`src/common/fir_macros.svh`:
```
// FIR filter build constants
// tap count, sample and coefficient widths, output scaling and pipeline depth

`ifndef FIR_MACROS_SVH
`define FIR_MACROS_SVH

// ******************************
// filter shape
// ******************************

// full tap count, odd so there is a single centre tap
`define FIR_NUM_TAPS 45

// unique coefficients after folding, ceil(taps / 2)
`define FIR_NUM_UNIQ 23

// ******************************
// arithmetic
// ******************************

`define FIR_DATA_W 18
`define FIR_COEFF_W 18

// final sum is divided by 2^17 before it goes out
`define FIR_SCALE_SHIFT 17

// pairwise levels needed to reduce 23 products to one
`define FIR_TREE_LEVELS 5

// ******************************
// timing
// ******************************

// tap + fold + multiply + tree levels + output register
`define FIR_LATENCY 9

`endif
```
`src/design/fir_valid_track.sv`:
```
// FIR valid tracker
// carries the input strobe through a delay equal to the datapath latency

`timescale 1ns/100ps
`default_nettype none

`include "fir_macros.svh"

module fir_valid_track (
	input  wire logic clk,
	input  wire logic reset,
	input  wire logic i_clk_ena,
	input  wire logic i_valid,
	output logic      o_valid
);

	// bit 0 is the newest strobe
	logic [`FIR_LATENCY-1:0] valid_pipe;

	// advances only with the datapath registers
	always_ff @(posedge clk or posedge reset) begin
		if (reset) begin
			valid_pipe <= '0;
		end else if (i_clk_ena) begin
			valid_pipe <= {valid_pipe[`FIR_LATENCY-2:0], i_valid};
		end
	end

	assign o_valid = valid_pipe[`FIR_LATENCY-1];

endmodule

`default_nettype wire

```
`config.mk`:
```
export PLATFORM = sky130hd
export DESIGN_NAME = fir_valid_track
export DESIGN_NICKNAME = d
export VERILOG_FILES = /design/src/design/fir_valid_track.sv
export VERILOG_INCLUDE_DIRS = /design/src /design/src/common
export SDC_FILE = /design/constraint.sdc
export NUM_CORES = 1
export LEC_CHECK = 0
export ABC_AREA = 1
export BUFFER_PORTS_ARGS = -buffer_cell sky130_fd_sc_hd__clkbuf_2
export CAP_MARGIN = 15
export CELL_PAD_IN_SITES_DETAIL_PLACEMENT = 1
export CELL_PAD_IN_SITES_GLOBAL_PLACEMENT = 2
export CORE_AREA = 2 2 39 41
export CTS_CLUSTER_SIZE = 28
export DETAILED_ROUTE_END_ITERATION = 12
export DIE_AREA = 0 0 41 43
export MAX_ROUTING_LAYER = met4
export PLACE_DENSITY = 0.64
export SYNTH_ARGS = -nofsm -noshare
export SYNTH_HDL_FRONTEND = slang
export SYNTH_SLANG_ARGS = --single-unit
```
`constraint.sdc`:
```
create_clock -name clk -period 1.1 [get_ports clk]
set_clock_uncertainty 0.2 [all_clocks]
set_input_delay 0.055 -clock clk [delete_from_list [all_inputs] [get_ports clk]]
set_output_delay 0.055 -clock clk [all_outputs]
set_load 0.05 [all_outputs]
```
==> results.yml <==
die:
  die_h_um: 43
  dieArea_um2: 1760
  die_x_um: 41
  start_util_pct: 25.0
  core-area_um2: 1380
  io_pins: 5
  std_cell_rows: 14
cts:
  clkSinkCount: 9
  cts_hold_buf: 2
  cts_setup_buffers: 0
  clk_latency_ps: 260
  htree_levels: 1
  clockBufferDepth: 2
  cts_buffers: 3
  cts_tree: "done"
  cts_root_buf: "clkbuf_4"
  clk_pin_slew_ps: 60
yosys:
  yosysTopAreaCell: "dfrtp_1"
  synth_compound_gate_area_share_pct: 0
  synthCells: 39
  synth_top_family_by_area: "simple AND/OR/NAND/NOR gates"
  synth_cell_types: 5
  synthMuxAreaShare_pct: 0
  synth_nets: 43
  synth_seq_cells: 9
  synth_warnings: 0
  synth-simple-area-share_pct: 29.3
  yosys-top-cells-area: "dfrtp_1 (65%), nand2_1 (29%), buf_6 (3.3%), inv_1 (1.1%), inv_2 (1.1%)"
  synth_area_per_cell_um2: 8.85
  synth_xor_area_share_pct: 0
  synth_fa_ha_area_share_pct: 0
  syn-cell-area_um2: 345
  ys_seq_area_share_pct: 65.2
  synth_top_area_share_pct: 65.2
power:
  vdd_drop_max_uv: 544
  p_per_area_nw_per_um2: 1780
  combPwrFrac_pct: 14.1
  power_leakage_nw: 0.245
  seq_power_share_pct: 52.6
  power.total_mw: 0.766
  swShare_pct: 26.9
  p_sw_mw: 0.206
  p_int_mw: 0.559
  clockPowerShare_pct: 33.3
critical_path:
  slowest_stage: "dfrtp_1"
  cp_cell_sequence: "buf_8"
  arrival_ps: 820
  crit_buf_inv: 1
  cp_max_fo: 2
  end_kind: "output pin"
  required_ps: 840
  crit_family: "flip-flops"
  cp-start-kind: "flop"
  slowest_delay_ps: 400
  worst-setup-path-type: "reg -> out"
sta:
  timing.final.hold_violations: 9
  drv_slew: 0
  timing.final.ws_setup_ps: 28.6
  fmax_mhz: 933
  rsz0062_at_grt: "yes"
  hold_ws_ps: -53.8
  slew_headroom_pct: 77.7
  min_period_ps: 1070
  setup_viol: 0
  setup_tns_ps: 0
  finalCritPeriodShare_pct: 97.4
  tightest_slew_ps: 334
grt:
  grt_use_total_pct: 11.1
  use_met1_pct: 13.2
  grtUsageMet2_pct: 15.3
  antenna_found_initial: 0
  use_met3_pct: 4.71
  grt_first_pass_wirelength_mm: 1.24
  grt_pass1_vias: 282
  grt-ovfl-total: 0
  grt_max_degree: 11
  busiest_layer: "met2"
layout:
  antenna_cells: 0
  finish.instance_area_um2: 430
  final_nets: 53
  top_regs: "valid_pipe: 9 flops"
  drive_gt1_share_pct: 16.7
  post-route-util_pct: 31.1
  instances_no_fill: 64
  mostFrequentLayoutCell: "nand2_1"
  fill_cells: 176
  area_delta_synth_final_pct: 24.6
  top_register: "valid_pipe"
  final_cell_mix: "nand2_1 (27), dfrtp_1 (9), clkbuf_4 (3), clkbuf_2 (3), dlygate4sd3_1 (2)"
  largest_reg_flops: 9
routing:
  wl_per_cell_um: 10.3
  antenna_left: 0
  routed_via_density: 4.14
  finalWirelength_um: 660
  firstDrtPassIters: 4
  drtIter0Drc: 4
  num_vias: 265
  drcViolationCount: 0
run:
  maxCapViolations: 0
placement:
  place_area_um2: 374
  dpl.hpwl_um: 481
  pre_cts_slack_ps: 225
  gp_congestion: 0.653
  post-place-cells: 58
  portBuffers: 4
status:
  violations: "hold timing"
  status: "finished, violations left"
worst_hold_path:
  min_path_type: "in -> reg"
## layer usage
layer  wire length [um]  share of wire [%]
met1                314                 48
met2                321                 49
met4                  0                  0
met3                 24                3.6
met5                  0                  0
## final timing paths
kind / from / endpoint / slack [ps] / cells after the start
max: valid_pipe[8]$_DFFE_PP0P_ / o_valid / 30 / 1
max reg2reg: valid_pipe[8]$_DFFE_PP0P_ / valid_pipe[8]$_DFFE_PP0P_ / 270 / 2
min reg2reg: valid_pipe[4]$_DFFE_PP0P_ / valid_pipe[4]$_DFFE_PP0P_ / 270 / 2
min: i_clk_ena / valid_pipe[5]$_DFFE_PP0P_ / -50 / 3
max in group asynchronous: reset / valid_pipe[5]$_DFFE_PP0P_ / 370 / 3
min in group asynchronous: reset / valid_pipe[1]$_DFFE_PP0P_ / 80 / 3
## worst min-delay path: cells and delay by family
kind	cells	cell delay (ps)
buffers and inverters	1	170
and+or+nand+nor	2	140
## area by class of cell
class	instances	area (um2)	share of cell area, %
sequential	9	225	52.3
multi-input combinational	27	101	23.5
timing repair buffer	6	50.0	11.6
clock buffer	4	26.3	6.10
tap	16	20.0	4.65
inverter	2	7.51	1.74
## synth_stat cells
cell type,count
inv_1,1
buf_6,1
dfrtp_1,9
nand2_1,27
inv_2,1
## power groups by stage
stage                     logic, mW  registers [mW]  clock network (mW)
after floorplan              0.0524           0.421                   0
after global placement       0.0885           0.402                   0
after detailed placement     0.0943           0.406                   0
after CTS                     0.109           0.401               0.264
after global routing          0.123           0.409               0.285
final                         0.108           0.403               0.255
## logic make-up (layout without fill, tap and decap cells)
group         Yosys count  count (layout)
flops                   9               9
buf+inv                 3              12
simple gates           27              27
## what timing repair did
item / 4_1_cts / 5_1_grt
resized for setup: 2 / 1
endpoints found under the setup margin: 1 / 1
endpoints found under the hold margin: 18 / 9
(Power assumes the default switching activity.)
