## config.mk

```make
export PLATFORM = sky130hd
export DESIGN_NAME = fir_fold_line
export DESIGN_NICKNAME = d
export VERILOG_FILES = /design/src/common/fir_data_pkg.sv /design/src/fir_core/fir_fold_line.sv
export VERILOG_INCLUDE_DIRS = /design/src /design/src/common
export SDC_FILE = /design/constraint.sdc
export NUM_CORES = 2
export LEC_CHECK = 0
export ABC_AREA = 1
export ABC_CLOCK_PERIOD_IN_PS = 43100
export BUFFER_PORTS_ARGS = -buffer_cell sky130_fd_sc_hd__buf_2
export CORE_ASPECT_RATIO = 0.9
export CORE_MARGIN = 2
export CORE_UTILIZATION = 45
export DETAILED_ROUTE_END_ITERATION = 6
export PLACE_DENSITY = 0.59
export SETUP_SLACK_MARGIN = 0.5
export SLEW_MARGIN = 40
export SYNTH_ARGS = -nofsm -noshare
export SYNTH_HDL_FRONTEND = slang
export SYNTH_SLANG_ARGS = --single-unit
```

## constraint.sdc

```tcl
create_clock -name clk -period 43.1 [get_ports clk]
set_clock_uncertainty 0.1 [all_clocks]
set_input_delay 4.31 -clock clk [delete_from_list [all_inputs] [get_ports clk]]
set_output_delay 4.31 -clock clk [all_outputs]
set_load 0.05 [all_outputs]
```

## src/common/fir_macros.svh

```systemverilog
// FIR filter build constants
// tap count, sample and coefficient widths, output scaling and pipeline depth

`ifndef FIR_MACROS_SVH
`define FIR_MACROS_SVH

// ******************************
// filter shape
// ******************************

// full tap count, odd so there is a single centre tap
`define FIR_NUM_TAPS 45

// unique coefficients after folding, ceil(taps / 2)
`define FIR_NUM_UNIQ 23

// ******************************
// arithmetic
// ******************************

`define FIR_DATA_W 18
`define FIR_COEFF_W 18

// final sum is divided by 2^17 before it goes out
`define FIR_SCALE_SHIFT 17

// pairwise levels needed to reduce 23 products to one
`define FIR_TREE_LEVELS 5

// ******************************
// timing
// ******************************

// tap + fold + multiply + tree levels + output register
`define FIR_LATENCY 9

`endif
```

## src/common/fir_data_pkg.sv

```systemverilog
// FIR datapath types
// widths grow from sample through fold and product to the tree sum

`default_nettype none

`include "fir_macros.svh"

package fir_data_pkg;

	// input and output sample
	typedef logic signed [`FIR_DATA_W-1:0] sample_t;

	// pair sum of two mirrored taps, one guard bit
	typedef logic signed [`FIR_DATA_W:0] fold_t;

	// fold times coefficient at full precision
	typedef logic signed [`FIR_DATA_W+`FIR_COEFF_W:0] product_t;

	// one extra bit per tree level so 23 products never overflow
	typedef logic signed [`FIR_DATA_W+`FIR_COEFF_W+`FIR_TREE_LEVELS:0] acc_t;

	// all folds of one step, index 22 is the centre tap
	typedef fold_t fold_vec_t [`FIR_NUM_UNIQ];

endpackage

`default_nettype wire

```

## src/fir_core/fir_fold_line.sv

```systemverilog
// FIR tap line with symmetric pre-adder
// shifts one sample per enabled cycle and adds each tap to its mirror
// so only 23 products are needed downstream

`timescale 1ns/100ps
`default_nettype none

`include "fir_macros.svh"

module fir_fold_line (
	input  wire logic                  clk,
	input  wire logic                  reset,
	input  wire logic                  i_clk_ena,
	input  wire fir_data_pkg::sample_t i_sample,
	output fir_data_pkg::fold_vec_t    o_folds
);

	import fir_data_pkg::*;

	// newest sample sits at index 0
	sample_t tap [`FIR_NUM_TAPS];

	// ******************************
	// tap line
	// ******************************

	// shifts on every enabled cycle, valid or not
	always_ff @(posedge clk or posedge reset) begin
		if (reset) begin
			for (int k = 0; k < `FIR_NUM_TAPS; k++) begin
				tap[k] <= '0;
			end
		end else if (i_clk_ena) begin
			tap[0] <= i_sample;
			for (int k = 1; k < `FIR_NUM_TAPS; k++) begin
				tap[k] <= tap[k - 1];
			end
		end
	end

	// ******************************
	// pre-adder
	// ******************************

	// tap k pairs with tap 44-k, both share coefficient k
	always_ff @(posedge clk or posedge reset) begin
		if (reset) begin
			for (int k = 0; k < `FIR_NUM_UNIQ; k++) begin
				o_folds[k] <= '0;
			end
		end else if (i_clk_ena) begin
			for (int k = 0; k < `FIR_NUM_UNIQ - 1; k++) begin
				o_folds[k] <= fold_t'(tap[k]) + fold_t'(tap[`FIR_NUM_TAPS - 1 - k]);
			end
			// centre tap has no partner, registered as a bye
			o_folds[`FIR_NUM_UNIQ - 1] <= fold_t'(tap[`FIR_NUM_UNIQ - 1]);
		end
	end

endmodule

`default_nettype wire

```

==> impl_metrics.env <==
export IMPL_critical_path_arrival_ns=7.71
export IMPL_core_rowCount=134
export IMPL_dp_cells=10856
export IMPL_antenna_found_initial=6
export IMPL_fmax_ghz=0.143
export IMPL_hpwl_mm=155
export IMPL_grt_util_all_layers_pct=26.7
export IMPL_root_buffer="clkbuf_16"
export IMPL_fp_coreArea_sq_mm=0.148
export IMPL_crit_fanout=123
export IMPL_rsz0062_at_grt="false"
export IMPL_worst_path_buf_inv=7
export IMPL_setup_viol=0
export IMPL_layoutNonFillerInstCount=11118
export IMPL_crit_family="buffers and inverters"
export IMPL_path_clk_slew_ns=0.06
export IMPL_grt_max_degree=218
export IMPL_hold_depth=2
export IMPL_place_area_sq_mm=0.0706
export IMPL_pre_cts_ws_ns=35.16
export IMPL_clk_path_buf_depth=3
export IMPL_crit_path_end_kind="asynchronous set/reset pin"
export IMPL_io_buffers=457
export IMPL_h_tree_depth=4
export IMPL_power_density_mw_per_mm2=58.9
export IMPL_cp_slowest_cell="buf_4"
export IMPL_hold_class="reg2reg"
export IMPL_crit_type="in2async"
export IMPL_syn_nets=9120
export IMPL_die_area_sq_mm=0.152
export IMPL_setup_total_negative_slack_ns=0
export IMPL_required_ns=43.80
export IMPL_avgViaCountPerCell=5.18
export IMPL_fin_nets=9468
export IMPL_grt_ovfl_total=0
export IMPL_syn_area_sq_mm=0.0669
export IMPL_insertion_delay_ns=0.75
export IMPL_min_to="o_folds[133]"
export IMPL_crit_top_cell="buf_6"
export IMPL_rr_startpoint="tap[126]"
export IMPL_fin_crit_ns=7.01
export IMPL_wirelength_mm=203
export IMPL_max_cap_violations=0
export IMPL_cts_sinks=1228
export IMPL_tightest_slew_ns=0.839
export IMPL_cellLeakagePower_nw=39.1
export IMPL_post_cts_buffers=0
export IMPL_routedWlPerCell_um=18.3
export IMPL_cts_buffers_inserted=140
export IMPL_post_cts_resized=0
export IMPL_r2r_slack_ns=40.58
export IMPL_firstDrtPassIters=6
export IMPL_start_util_pct=45.2
export IMPL_drive_gt1_share_pct=8.30
export IMPL_path_cells="buf_2 -> inv_12 -> buf_4 -> buf_6 -> buf_6 -> buf_12 -> buf_6"
export IMPL_fin_crit_sh_pct=16.3
export IMPL_vdd_drop_max_mv=0.0533
export IMPL_grt_pass1_wl_mm=319
export IMPL_num_vias=57600
export IMPL_ys_types=24
export IMPL_ff2ff_path_depth=12
export IMPL_synth_seq_area_share_pct=46.0
export IMPL_area_delta_synth_final_pct=13.1
export IMPL_antenna_left=0
export IMPL_synth_top_cell_area_share_pct=46.0
export IMPL_maxSlewHeadroom_pct=44.1
export IMPL_synthTopCellsByArea="dfrtp_1 (46%), nand2_1 (17%), o21ai_0 (8.2%)"
export IMPL_drc_errors=0
export IMPL_fin_hold_ws_ns=0.371
export IMPL_stdcell_area_sq_mm=0.0757
export IMPL_grt_pass1_vias=55223
export IMPL_fin_util_pct=51.2
export IMPL_tritoncts="yes"
export IMPL_drt_iter0_markers=4990
export IMPL_synth_cells=8681
export IMPL_hp_start="o_folds[133]"
export IMPL_yosys_area_top_type="dfrtp_1"
export IMPL_reg2reg_to="o_folds[303]"
export IMPL_die_y_um=370
export IMPL_fin_total_pwr_mw=4.46
export IMPL_ios=458
export IMPL_hold_viol=0
export IMPL_die_x_um=410
export IMPL_syn_area_per_cell_sq_um=7.70
export IMPL_place_congestion=0.915
export IMPL_max_stage_delay_ns=0.66
export IMPL_startpoint_type="input pin"
export IMPL_ys_warn_count=0
export IMPL_cts_hold_buf=0
export IMPL_slew_viol_final=0
export IMPL_status="finished clean"
export IMPL_finalWorstSetupSlack_ns=36.09
export IMPL_synth_seq_cells=1228
## metal layers
layer	up-vias	global-route usage, %	share of wire (%)
li1	28609	-	-
met1	27409	41.3	50
met2	1358	39.7	43
met3	222	3.30	4.9
met4	2	5.55	1.9
met5	-	0	0.0059
## power breakdown
group	leakage (nW)	switching [mW]	internal (mW)
Combinational	20.7	1.15	0.402
Sequential	15.9	0.214	1.40
Clock	2.44	0.498	0.794
## how the worst max path moves through the flow
stage                     cells after the start      endpoint  slack, ns  startpoint
final                                         7      tap[325]      36.09       reset
after global routing                          7      tap[325]      35.57       reset
after CTS                                     8  o_folds[273]      35.95   i_clk_ena
after detailed placement                      6      tap[325]      35.16       reset
after global placement                        6      tap[325]      34.27       reset
after floorplan                               1  o_folds[100]       4.09       reset
## cell type report
| class | instances | area (sq um) |
|---|---|---|
| Antenna cell | 4 | 10.0 |
| Clock buffer | 201 | 4140 |
| Tap cell | 1972 | 2470 |
| Clock inverter | 54 | 828 |
| Fill cell | 14672 | 72200 |
| Sequential cell | 1228 | 30700 |
| Multi-Input combinational cell | 6278 | 31300 |
| Timing Repair Buffer | 497 | 2820 |
| Inverter | 884 | 3340 |
## sequential cells by signal, summed over array words and instances (netlist names)
name / flops
o_folds: 418
tap: 810
## tightest hold or removal path: cells and delay by family, from the launching register on
kind | cells | cell delay [ns]
simple gates | 2 | 0.09
flops | 1 | 0.34
## layout by cell type (no fill, tap or decap)
| cell | instances |
|---|---|
| a21o_1 | 22 |
| ha_1 | 396 |
| nor2_1 | 436 |
| buf_16 | 3 |
| xnor2_1 | 88 |
| nor4_1 | 38 |
| clkbuf_1 | 30 |
| inv_6 | 6 |
| nand3_1 | 547 |
| or2_2 | 35 |
| o21ai_1 | 4 |
| dfrtp_1 | 1228 |
| buf_4 | 6 |
| fa_1 | 22 |
| nor3_1 | 22 |
| buf_8 | 1 |
| diode_2 | 4 |
| clkinvlp_4 | 4 |
| o21ai_0 | 1094 |
| buf_12 | 5 |
| nand3b_1 | 82 |
| clkbuf_16 | 149 |
| o21bai_1 | 22 |
| buf_6 | 25 |
| bufinv_16 | 21 |
| clkinv_8 | 1 |
| xor2_1 | 44 |
| buf_2 | 456 |
| and2_1 | 34 |
| nand2_1 | 3049 |
| inv_12 | 1 |
| a21oi_1 | 343 |
| inv_1 | 882 |
| clkinv_2 | 23 |
| clkbuf_8 | 23 |
## cells in the mapped netlist
library cell,count
o21ai_0,1094
ha_1,396
a21o_1,22
nand3_1,547
o21ai_1,4
fa_1,22
nor3_1,22
and2_1,34
nand3b_1,82
nand2_1,3049
dfrtp_1,1228
inv_1,883
nor2_1,436
buf_2,140
xnor2_1,88
xor2_1,44
clkbuf_1,98
or2_2,35
buf_4,39
o21bai_1,22
inv_2,1
nor4_1,38
buf_6,14
a21oi_1,343
## kinds of logic after synthesis
| kind of cell | Yosys count | synth area share (%) |
|---|---|---|
| xor+xnor | 132 | 1.73 |
| fa+ha+maj | 418 | 8.07 |
| compound gates | 1485 | 11.3 |
| simple gates | 4243 | 25.7 |
| buf+inv | 1175 | 7.23 |
| flops | 1228 | 46.0 |
No activity file was read; power rests on OpenSTA's default activity.
